**config.mk**
```make
export PLATFORM = sky130hd
export DESIGN_NAME = evt_hssl_top
export DESIGN_NICKNAME = d
export VERILOG_FILES = /design/src/design/hssl_pkg.sv /design/src/design/evt_hssl_top.sv /design/src/design/pkt_router.sv /design/src/design/pkt_assembler.sv /design/src/design/hssl_reg_bank.sv /design/src/design/pkt_receiver.sv
export SDC_FILE = /design/constraint.sdc
export NUM_CORES = 2
export LEC_CHECK = 0
export BUFFER_PORTS_ARGS = -buffer_cell sky130_fd_sc_hd__buf_2
export CAP_MARGIN = 20
export CORE_MARGIN = 2
export CORE_UTILIZATION = 28
export CTS_CLUSTER_SIZE = 40
export DETAILED_ROUTE_END_ITERATION = 7
export HOLD_SLACK_MARGIN = 0.08
export SYNTH_ARGS = -nofsm -noshare
export SYNTH_HDL_FRONTEND = slang
export SYNTH_SLANG_ARGS = --single-unit
```
**constraint.sdc**
```tcl
create_clock -name pl_clk0_buf_int -period 8.9 [get_ports pl_clk0_buf_int]
set_input_delay 1.78 -clock pl_clk0_buf_int [delete_from_list [all_inputs] [get_ports pl_clk0_buf_int]]
set_output_delay 1.78 -clock pl_clk0_buf_int [all_outputs]
set_load 0.01 [all_outputs]
```
**src/design/hssl_pkg.sv**
```systemverilog
package hssl_pkg;

  // ----------------------------------------------------------------------
  // basic words
  // ----------------------------------------------------------------------
  // raw sensor event as it arrives on the event stream
  typedef logic [31:0] evt_t;

  // output channel index
  typedef logic [2:0] chan_t;

  // field shift amount, one per mapper field
  typedef logic [4:0] fsft_t;

  // ----------------------------------------------------------------------
  // packets
  // ----------------------------------------------------------------------
  // link packet, 72 bits
  typedef struct packed {
    logic [7:0]  hdr;
    logic [31:0] key;
    logic [31:0] data;
  } pkt_t;

  // packet plus the channel picked by the routing table
  typedef struct packed {
    pkt_t  pkt;
    chan_t chan;
  } routed_pkt_t;

  // key of a configuration packet
  typedef struct packed {
    logic [23:0] prefix;
    logic [7:0]  addr;
  } cfg_key_t;

  // received key, seen either as a plain key or as a config address
  typedef union packed {
    logic [31:0] raw;
    cfg_key_t    cfg;
  } rx_key_u;

  // ----------------------------------------------------------------------
  // configuration
  // ----------------------------------------------------------------------
  // one register write from the link
  typedef struct packed {
    logic [7:0]  addr;
    logic [31:0] data;
  } cfg_wr_t;

  // one routing table entry
  typedef struct packed {
    logic [31:0] key;
    logic [31:0] mask;
    logic        en;
    chan_t       chan;
  } route_cfg_t;

  // key prefix of config packets
  localparam logic [23:0] CFG_PREFIX = 24'hC0F1C0;

  // header byte of assembled multicast packets
  localparam logic [7:0] HDR_MC = 8'h02;

  // register map
  localparam logic [7:0] ADDR_CTRL          = 8'h00;
  localparam logic [7:0] ADDR_MP_KEY        = 8'h01;
  localparam logic [7:0] ADDR_FMSK_BASE     = 8'h04;
  localparam logic [7:0] ADDR_FSFT_BASE     = 8'h08;
  localparam logic [7:0] ADDR_RT_KEY_BASE   = 8'h10;
  localparam logic [7:0] ADDR_RT_MASK_BASE  = 8'h20;
  localparam logic [7:0] ADDR_RT_ROUTE_BASE = 8'h30;

endpackage
```
**src/design/evt_hssl_top.sv**
```systemverilog
`timescale 1ns/1ps

module evt_hssl_top #(
    parameter int NUM_MREGS = 4
  , parameter int NUM_RREGS = 16
) (
    input  logic                  pl_clk0_buf_int
  , input  logic                  rst_n

    // sensor events
  , input  hssl_pkg::evt_t        evt_data
  , input  logic                  evt_valid
  , output logic                  evt_ready

    // packets from the link
  , input  hssl_pkg::pkt_t        rx_pkt
  , input  logic                  rx_valid
  , output logic                  rx_ready

    // routed packets to the link
  , output hssl_pkg::routed_pkt_t tx_pkt
  , output logic                  tx_valid
  , input  logic                  tx_ready

    // diagnostic counters
  , output logic [31:0]           cnt_periph
  , output logic [31:0]           cnt_cfg
  , output logic [31:0]           cnt_drop
);
  import hssl_pkg::*;

  // ----------------------------------------------------------------------
  // internal wires
  // ----------------------------------------------------------------------
  // receiver to register bank
  cfg_wr_t     cfg_wr;
  logic        cfg_we;
  logic        periph_seen;
  logic        cfg_seen;

  // register bank outputs
  logic        stop;
  logic [31:0] mp_key;
  logic [31:0] fmsk [NUM_MREGS];
  fsft_t       fsft [NUM_MREGS];
  route_cfg_t  rt   [NUM_RREGS];

  // assembler to router
  pkt_t        pkt;
  logic        pkt_valid;
  logic        pkt_ready;

  // router miss pulse
  logic        drop;

  // ----------------------------------------------------------------------
  // link input and configuration
  // ----------------------------------------------------------------------
  pkt_receiver prx (
      .pl_clk0_buf_int (pl_clk0_buf_int)
    , .rst_n           (rst_n)
    , .rx_pkt          (rx_pkt)
    , .rx_valid        (rx_valid)
    , .rx_ready        (rx_ready)
    , .cfg_wr          (cfg_wr)
    , .cfg_we          (cfg_we)
    , .periph_seen     (periph_seen)
    , .cfg_seen        (cfg_seen)
  );

  hssl_reg_bank #(
      .NUM_MREGS (NUM_MREGS)
    , .NUM_RREGS (NUM_RREGS)
  ) rb (
      .pl_clk0_buf_int (pl_clk0_buf_int)
    , .rst_n           (rst_n)
    , .cfg_wr          (cfg_wr)
    , .cfg_we          (cfg_we)
    , .periph_seen     (periph_seen)
    , .cfg_seen        (cfg_seen)
    , .drop            (drop)
    , .stop            (stop)
    , .mp_key          (mp_key)
    , .fmsk            (fmsk)
    , .fsft            (fsft)
    , .rt              (rt)
    , .cnt_periph      (cnt_periph)
    , .cnt_cfg         (cnt_cfg)
    , .cnt_drop        (cnt_drop)
  );

  // ----------------------------------------------------------------------
  // event to packet path
  // ----------------------------------------------------------------------
  pkt_assembler #(
      .NUM_MREGS (NUM_MREGS)
  ) pa (
      .pl_clk0_buf_int (pl_clk0_buf_int)
    , .rst_n           (rst_n)
    , .stop            (stop)
    , .mp_key          (mp_key)
    , .fmsk            (fmsk)
    , .fsft            (fsft)
    , .evt_data        (evt_data)
    , .evt_valid       (evt_valid)
    , .evt_ready       (evt_ready)
    , .pkt             (pkt)
    , .pkt_valid       (pkt_valid)
    , .pkt_ready       (pkt_ready)
  );

  pkt_router #(
      .NUM_RREGS (NUM_RREGS)
  ) pr (
      .pl_clk0_buf_int (pl_clk0_buf_int)
    , .rst_n           (rst_n)
    , .rt              (rt)
    , .pkt             (pkt)
    , .pkt_valid       (pkt_valid)
    , .pkt_ready       (pkt_ready)
    , .tx_pkt          (tx_pkt)
    , .tx_valid        (tx_valid)
    , .tx_ready        (tx_ready)
    , .drop            (drop)
  );

endmodule

```
**src/design/pkt_router.sv**
```systemverilog
`timescale 1ns/1ps

module pkt_router #(
    parameter int NUM_RREGS = 16
) (
    input  logic                  pl_clk0_buf_int
  , input  logic                  rst_n

    // routing table
  , input  hssl_pkg::route_cfg_t  rt [NUM_RREGS]

    // assembled packets
  , input  hssl_pkg::pkt_t        pkt
  , input  logic                  pkt_valid
  , output logic                  pkt_ready

    // routed packets
  , output hssl_pkg::routed_pkt_t tx_pkt
  , output logic                  tx_valid
  , input  logic                  tx_ready

    // unrouted packet pulse
  , output logic                  drop
);
  import hssl_pkg::*;

  // table lookup result
  logic  hit;
  chan_t hit_chan;

  // input transfer
  logic  take;

  // ----------------------------------------------------------------------
  // table match
  // ----------------------------------------------------------------------
  // scan from the top so the lowest matching entry wins
  always_comb begin
    hit      = 1'b0;
    hit_chan = '0;
    for (int i = NUM_RREGS - 1; i >= 0; i--) begin
      if (rt[i].en && ((pkt.key & rt[i].mask) == rt[i].key)) begin
        hit      = 1'b1;
        hit_chan = rt[i].chan;
      end
    end
  end

  // ----------------------------------------------------------------------
  // handshake
  // ----------------------------------------------------------------------
  // misses are accepted too, they just never reach tx
  assign pkt_ready = !tx_valid || tx_ready;
  assign take      = pkt_valid && pkt_ready;

  // ----------------------------------------------------------------------
  // output register
  // ----------------------------------------------------------------------
  always_ff @(posedge pl_clk0_buf_int or negedge rst_n) begin
    if (!rst_n) begin
      tx_valid <= 1'b0;
    end else if (take) begin
      // a miss leaves the register empty
      tx_valid <= hit;
    end else if (tx_ready) begin
      tx_valid <= 1'b0;
    end
  end

  always_ff @(posedge pl_clk0_buf_int) begin
    if (take && hit) begin
      tx_pkt.pkt  <= pkt;
      tx_pkt.chan <= hit_chan;
    end
  end

  // ----------------------------------------------------------------------
  // drop pulse
  // ----------------------------------------------------------------------
  // one cycle per unrouted packet, counted by the bank next edge
  always_ff @(posedge pl_clk0_buf_int or negedge rst_n) begin
    if (!rst_n) begin
      drop <= 1'b0;
    end else begin
      drop <= take && !hit;
    end
  end

  // link side may stall for any number of cycles
  tx_hold_a: assert property (@(posedge pl_clk0_buf_int) disable iff (!rst_n)
    tx_valid && !tx_ready |=> tx_valid && $stable(tx_pkt))
    else $error("tx packet changed while waiting for tx_ready");

endmodule

```
**src/design/pkt_assembler.sv**
```systemverilog
`timescale 1ns/1ps

module pkt_assembler #(
    parameter int NUM_MREGS = 4
) (
    input  logic            pl_clk0_buf_int
  , input  logic            rst_n

    // mapper registers
  , input  logic            stop
  , input  logic [31:0]     mp_key
  , input  logic [31:0]     fmsk [NUM_MREGS]
  , input  hssl_pkg::fsft_t fsft [NUM_MREGS]

    // incoming events
  , input  hssl_pkg::evt_t  evt_data
  , input  logic            evt_valid
  , output logic            evt_ready

    // assembled packets
  , output hssl_pkg::pkt_t  pkt
  , output logic            pkt_valid
  , input  logic            pkt_ready
);
  import hssl_pkg::*;

  // mapped key of the current event
  logic [31:0] key;
  logic        take;

  // ----------------------------------------------------------------------
  // field mapping
  // ----------------------------------------------------------------------
  // base key ORed with every masked, shifted field
  always_comb begin
    key = mp_key;
    for (int i = 0; i < NUM_MREGS; i++) begin
      key = key | ((evt_data & fmsk[i]) >> fsft[i]);
    end
  end

  // ----------------------------------------------------------------------
  // handshake
  // ----------------------------------------------------------------------
  // stop blocks new events, output still drains
  assign evt_ready = !stop && (!pkt_valid || pkt_ready);
  assign take      = evt_valid && evt_ready;

  // ----------------------------------------------------------------------
  // output register
  // ----------------------------------------------------------------------
  always_ff @(posedge pl_clk0_buf_int or negedge rst_n) begin
    if (!rst_n) begin
      pkt_valid <= 1'b0;
    end else if (take) begin
      pkt_valid <= 1'b1;
    end else if (pkt_ready) begin
      pkt_valid <= 1'b0;
    end
  end

  // payload carries the raw event
  always_ff @(posedge pl_clk0_buf_int) begin
    if (take) begin
      pkt.hdr  <= HDR_MC;
      pkt.key  <= key;
      pkt.data <= evt_data;
    end
  end

  // held packet must not change while the router stalls
  pkt_hold_a: assert property (@(posedge pl_clk0_buf_int) disable iff (!rst_n)
    pkt_valid && !pkt_ready |=> pkt_valid && $stable(pkt))
    else $error("assembler output changed under back-pressure");

endmodule

```
**src/design/hssl_reg_bank.sv**
```systemverilog
`timescale 1ns/1ps

module hssl_reg_bank #(
    parameter int NUM_MREGS = 4
  , parameter int NUM_RREGS = 16
) (
    input  logic                 pl_clk0_buf_int
  , input  logic                 rst_n

    // writes from the packet receiver
  , input  hssl_pkg::cfg_wr_t    cfg_wr
  , input  logic                 cfg_we

    // counter events
  , input  logic                 periph_seen
  , input  logic                 cfg_seen
  , input  logic                 drop

    // control and mapper registers
  , output logic                 stop
  , output logic [31:0]          mp_key
  , output logic [31:0]          fmsk [NUM_MREGS]
  , output hssl_pkg::fsft_t      fsft [NUM_MREGS]

    // routing table
  , output hssl_pkg::route_cfg_t rt   [NUM_RREGS]

    // diagnostic counters
  , output logic [31:0]          cnt_periph
  , output logic [31:0]          cnt_cfg
  , output logic [31:0]          cnt_drop
);
  import hssl_pkg::*;

  // ----------------------------------------------------------------------
  // register writes
  // ----------------------------------------------------------------------
  // unmapped addresses match nothing and fall through
  always_ff @(posedge pl_clk0_buf_int or negedge rst_n) begin
    if (!rst_n) begin
      stop   <= 1'b0;
      mp_key <= '0;
      for (int i = 0; i < NUM_MREGS; i++) begin
        fmsk[i] <= '0;
        fsft[i] <= '0;
      end
      // all routes disabled
      for (int j = 0; j < NUM_RREGS; j++) begin
        rt[j] <= '0;
      end
    end else if (cfg_we) begin
      if (cfg_wr.addr == ADDR_CTRL) begin
        stop <= cfg_wr.data[0];
      end
      if (cfg_wr.addr == ADDR_MP_KEY) begin
        mp_key <= cfg_wr.data;
      end
      // mapper field masks and shifts
      for (int i = 0; i < NUM_MREGS; i++) begin
        if (cfg_wr.addr == ADDR_FMSK_BASE + 8'(i)) begin
          fmsk[i] <= cfg_wr.data;
        end
        if (cfg_wr.addr == ADDR_FSFT_BASE + 8'(i)) begin
          fsft[i] <= cfg_wr.data[4:0];
        end
      end
      // routing entries
      for (int j = 0; j < NUM_RREGS; j++) begin
        if (cfg_wr.addr == ADDR_RT_KEY_BASE + 8'(j)) begin
          rt[j].key <= cfg_wr.data;
        end
        if (cfg_wr.addr == ADDR_RT_MASK_BASE + 8'(j)) begin
          rt[j].mask <= cfg_wr.data;
        end
        // enable in bit 31, channel in low bits
        if (cfg_wr.addr == ADDR_RT_ROUTE_BASE + 8'(j)) begin
          rt[j].en   <= cfg_wr.data[31];
          rt[j].chan <= cfg_wr.data[2:0];
        end
      end
    end
  end

  // ----------------------------------------------------------------------
  // counters
  // ----------------------------------------------------------------------
  // free running, wrap at 2^32
  always_ff @(posedge pl_clk0_buf_int or negedge rst_n) begin
    if (!rst_n) begin
      cnt_periph <= '0;
      cnt_cfg    <= '0;
      cnt_drop   <= '0;
    end else begin
      cnt_periph <= cnt_periph + 32'(periph_seen);
      cnt_cfg    <= cnt_cfg + 32'(cfg_seen);
      cnt_drop   <= cnt_drop + 32'(drop);
    end
  end

  // shift values above 31 would be truncated silently
  fsft_range_a: assert property (@(posedge pl_clk0_buf_int) disable iff (!rst_n)
    cfg_we && (cfg_wr.addr >= ADDR_FSFT_BASE)
      && (cfg_wr.addr < ADDR_FSFT_BASE + 8'(NUM_MREGS))
    |-> (cfg_wr.data < 32'd32))
    else $error("field shift written with value %0d", cfg_wr.data);

endmodule

```
**src/design/pkt_receiver.sv**
```systemverilog
`timescale 1ns/1ps

module pkt_receiver (
    input  logic              pl_clk0_buf_int
  , input  logic              rst_n

    // packets from the link
  , input  hssl_pkg::pkt_t    rx_pkt
  , input  logic              rx_valid
  , output logic              rx_ready

    // register write towards the bank
  , output hssl_pkg::cfg_wr_t cfg_wr
  , output logic              cfg_we

    // counter pulses
  , output logic              periph_seen
  , output logic              cfg_seen
);
  import hssl_pkg::*;

  // capture stage
  rx_key_u     key_q;
  logic [31:0] data_q;
  logic        in_vld_q;

  // decode of the captured key
  logic        is_cfg;

  // never back-pressures the link
  assign rx_ready = 1'b1;

  // ----------------------------------------------------------------------
  // stage 1 capture
  // ----------------------------------------------------------------------
  always_ff @(posedge pl_clk0_buf_int or negedge rst_n) begin
    if (!rst_n) begin
      in_vld_q <= 1'b0;
    end else begin
      in_vld_q <= rx_valid && rx_ready;
    end
  end

  // key and payload only
  always_ff @(posedge pl_clk0_buf_int) begin
    if (rx_valid && rx_ready) begin
      key_q.raw <= rx_pkt.key;
      data_q    <= rx_pkt.data;
    end
  end

  // config packets carry the magic prefix in the top 24 key bits
  assign is_cfg = (key_q.cfg.prefix == CFG_PREFIX);

  // ----------------------------------------------------------------------
  // stage 2 steer
  // ----------------------------------------------------------------------
  always_ff @(posedge pl_clk0_buf_int or negedge rst_n) begin
    if (!rst_n) begin
      cfg_we      <= 1'b0;
      cfg_seen    <= 1'b0;
      periph_seen <= 1'b0;
    end else begin
      cfg_we      <= in_vld_q && is_cfg;
      cfg_seen    <= in_vld_q && is_cfg;
      // no peripheral output so count and discard
      periph_seen <= in_vld_q && !is_cfg;
    end
  end

  // address from the config view, data from the payload
  always_ff @(posedge pl_clk0_buf_int) begin
    if (in_vld_q && is_cfg) begin
      cfg_wr.addr <= key_q.cfg.addr;
      cfg_wr.data <= data_q;
    end
  end

  // accepted packet goes exactly one way, judged from the raw key bits
  steer_excl_a: assert property (@(posedge pl_clk0_buf_int) disable iff (!rst_n)
    rx_valid && rx_ready |=> ##1
      (cfg_we == ($past(rx_pkt.key[31:8], 2) == CFG_PREFIX))
      && (cfg_we != periph_seen)
      && (!cfg_we || cfg_wr == {$past(rx_pkt.key[7:0], 2), $past(rx_pkt.data, 2)}))
    else $error("packet steered wrongly or both to config and peripheral");

endmodule

```
==> impl_metrics.env <==
export IMPL_relSlewSlack=0.2138
export IMPL_drv_cap=0
export IMPL_synth_edff_count=235
export IMPL_cts_clk_slew_worst_paths_ns=0.06
export IMPL_vias=49740
export IMPL_num_io_pins=283
export IMPL_synth_compound_area_frac=0.04061
export IMPL_grt_pass1_vias=49170
export IMPL_drt_iter0_markers=4921
export IMPL_die_x_um=519.2
export IMPL_post_cts_buffers=0
export IMPL_synth_seq_area_share=0.5566
export IMPL_grt_use_total=0.1755
export IMPL_clock_latency_ns=0.87
export IMPL_placed_area_sq_um=79550
export IMPL_start_util=0.2808
export IMPL_drtAntennaViolNets=0
export IMPL_cp_arrival_ns=6.29
export IMPL_cp_start_kind="register"
export IMPL_r2r_cells=13
export IMPL_p_per_area_nw_per_um2=181.3
export IMPL_rows=189
export IMPL_crit_path_end_kind="register"
export IMPL_reg2reg_slack_ns=3.04
export IMPL_htreeDepth=4
export IMPL_drt_first_pass_iters=6
export IMPL_post_drt_wl_per_cell_um=24.72
export IMPL_grt_overflow_total=0
export IMPL_die_area_sq_um=269500
export IMPL_min_delay_start="pa.pkt[16]"
export IMPL_crit_slowest_cell="edfxtp_1"
export IMPL_postSynthAreaPerCell_sq_um=12.29
export IMPL_grt_max_degree=183
export IMPL_synth_xor_area_frac=0.06317
export IMPL_io_buffer_count=265
export IMPL_drt_total_wl_um=243800
export IMPL_ctsHoldBuffers=0
export IMPL_cp_required_ns=9.33
export IMPL_area_growth_pct=15.06
export IMPL_r2r_end="pr.tx_pkt[8]"
export IMPL_cts_inserted_buffers=174
export IMPL_tightest_slew_ns=1.179
export IMPL_layout_drive_gt1_share=0.3223
export IMPL_place_congestion=0.8900
export IMPL_core_sq_um=264600
export IMPL_finalSetupTns_ns=0
export IMPL_slowest_delay_ns=1.13
export IMPL_crit_chain="buf_4 > nand2_1 > xnor2_1 > nor4_1 > nand4_1 > or4_1 > and4_1 > nand2_1 > nor4_1 > buf_4 > nor3_2 > buf_4 > buf_4"
export IMPL_p_leak_nw=39.13
export IMPL_grt_pass1_wl_um=350300
export IMPL_fin_crit_ns=5.860
export IMPL_dpl_hpwl_um=148400
export IMPL_multiInputGateArea_sq_um=31100
export IMPL_finalSetupViolCount=0
export IMPL_synth_ff_type="dfrtp_1"
export IMPL_synthArstFlopShare=0.8537
export IMPL_status="finished clean"
export IMPL_clock_fmax_mhz=170.7
export IMPL_crit_type="register to register"
export IMPL_yosys_cell_types_count=71
export IMPL_antenna_found_initial=23
export IMPL_ys_warn_count=0
export IMPL_cts_root_buf="clkbuf_16"
export IMPL_r2r_start="pa.pkt[32]"
export IMPL_synth_seq_cells=1606
export IMPL_min_path_cells=0
export IMPL_ir_drop_mv=0.1653
export IMPL_synth_adder_area_share=0.001010
export IMPL_die_h_um=519.2
export IMPL_cts_resized=0
export IMPL_route_detailed_drc=0
export IMPL_synth_top_family_by_area="multiplexers"
export IMPL_synthCells=6045
export IMPL_holdPathEnd="pr.tx_pkt[19]"
export IMPL_fin_skew_ns=0.1242
export IMPL_vias_per_cell=5.044
export IMPL_rsz0062_at_grt="false"
export IMPL_fin_crit_sh=0.6584
export IMPL_crit_top_cell="buf_4"
export IMPL_fin_area_sq_um=85510
export IMPL_cp_max_fo=49
export IMPL_cts_sinks=1606
export IMPL_nFillCells=26400
export IMPL_worstHoldPathType="register to register"
export IMPL_drv_slew=0
export IMPL_hold_violations=0
export IMPL_synthSimpleGateAreaFrac=0.08942
export IMPL_synth_mux_area_frac=0.2221
export IMPL_nets=6301
export IMPL_cts_tree="built"
export IMPL_clockBufferDepth=4
export IMPL_final_seq_area_sq_um=41370
export IMPL_syn_area_sq_um=74310
cell families (layout without fill, tap and decap cells):
logic type	Yosys count	count (layout)
compound gates	492	492
xor+xnor	536	536
fa+ha+maj	6	6
buf+inv	487	756
flops	1606	1606
mux	1477	1477
other cells	2	17
simple gates	1439	1439
state kept, by name, summed over array words and instances (netlist names), 20 cells and up:
register / count
rb.mp_key: 32
pr.tx_pkt: 67
rb.fmsk: 128
prx.data_q: 32
prx.cfg_wr: 40
rb.cnt_periph: 32
pa.pkt: 64
rb.fsft: 20
rb.cnt_drop: 32
prx.key_q: 32
rb.cnt_cfg: 32
rb.rt: 1088
worst max-delay path by stage:
stage,endpoint,cells after the start,slack (ns),startpoint
2_1_floorplan,pr.tx_pkt[0],11,1.71,pa.pkt[36]
3_3_place_gp,pr.tx_pkt[11],13,3.10,pa.pkt[32]
3_5_place_dp,pr.tx_pkt[8],13,3.01,pa.pkt[32]
4_1_cts,pr.tx_pkt[8],13,2.94,pa.pkt[32]
5_1_grt,pr.tx_pkt[8],13,2.87,pa.pkt[32]
6_report,pr.tx_pkt[8],13,3.04,pa.pkt[32]
routing by layer:
layer,part of all wire,vias to the layer above,track usage
met3,0.068,360,0.02762
met1,0.45,26190,0.2500
met2,0.45,1690,0.2720
met4,0.032,6,0.05496
met5,0.00014,-,0
li1,-,21500,-
critical path, delay by kind of cell (launching register included):
kind	cells	cell delay [ns]
AND/OR/NAND/NOR	8	2.21
flip-flops	1	1.13
XOR/XNOR	1	0.15
buffers and inverters	4	1.79
final cells by class:
cell class                 instances  share of cell area
sequential                      1606              0.4839
multi-input combinational       3959              0.3637
clock buffer                     259             0.05960
tap                             3533             0.05170
timing repair buffer             421             0.03057
clock inverter                    52            0.009248
inverter                          24            0.001054
antenna                            8           0.0002341
where the power goes:
| part | switching [W] | internal, W | leakage, nW | total [W] |
|---|---|---|---|---|
| combinational | 0.000307 | 0.0000770 | 14.9 | 0.000384 |
| clock | 0.00305 | 0.00449 | 2.88 | 0.00754 |
| sequential | 0.0000557 | 0.00752 | 21.4 | 0.00758 |
cell usage after synthesis (7+ instances only):
| library cell | n | area share |
|---|---|---|
| dfrtp_1 | 1371 | 0.46 |
| mux2_2 | 1298 | 0.20 |
| nand2_1 | 705 | 0.036 |
| xor2_1 | 331 | 0.039 |
| clkbuf_1 | 284 | 0.014 |
| edfxtp_1 | 235 | 0.095 |
| xnor2_1 | 205 | 0.024 |
| nand3_1 | 202 | 0.014 |
| o21ai_0 | 193 | 0.013 |
| nor2_1 | 172 | 0.0087 |
| mux2i_1 | 171 | 0.023 |
| nand4_1 | 102 | 0.0086 |
| buf_1 | 100 | 0.0051 |
| a21oi_1 | 97 | 0.0065 |
| and3_1 | 62 | 0.0052 |
| buf_2 | 60 | 0.0040 |
| nor4_1 | 50 | 0.0042 |
| o22ai_1 | 36 | 0.0030 |
| nor3_1 | 34 | 0.0023 |
| a211oi_1 | 33 | 0.0033 |
| o211ai_1 | 33 | 0.0033 |
| inv_1 | 19 | 0.00096 |
| o22a_1 | 16 | 0.0019 |
| a21o_1 | 15 | 0.0015 |
| or3_1 | 15 | 0.0013 |
| a21boi_0 | 14 | 0.0014 |
| and3b_1 | 14 | 0.0017 |
| nand2b_1 | 13 | 0.0011 |
| buf_4 | 12 | 0.0012 |
| nor2b_1 | 11 | 0.00093 |
| or2_2 | 11 | 0.00093 |
| and4_1 | 10 | 0.0012 |
| nand3b_1 | 9 | 0.00091 |
| o32ai_1 | 9 | 0.0011 |
| and2_1 | 8 | 0.00067 |
| mux4_2 | 8 | 0.0024 |
| buf_6 | 7 | 0.0011 |
metrics by stage:
step | cells | total power, W | util | hold WS, ns | worst slack [ns]
after floorplan | 6052 | 0.007796 | - | 0.4003 | 1.710
after global placement | 9539 | 0.008094 | 0.3006 | 0.4023 | 3.102
after detailed placement | 9540 | 0.008108 | 0.3006 | 0.4045 | 3.006
after CTS | 9851 | 0.01566 | 0.3229 | 0.3600 | 2.943
after global routing | 9854 | 0.01600 | 0.3231 | 0.3786 | 2.875
final | 9862 | 0.01550 | 0.3231 | 0.3565 | 3.040
layout by cell type, fill, tap and decap left out, types with 148 or more instances in the layout:
cell       Yosys  layout
buf_4         12     148
edfxtp_1     235     235
xor2_1       331     331
clkbuf_16      0     181
nor2_1       172     160
nand3_1      202     202
mux2i_1      171     171
mux2_2      1298    1298
o21ai_0      193     193
nand2_1      705     705
dfrtp_1     1371    1364
buf_2         60     263
xnor2_1      205     205
Power figures use the tool's default switching activity.
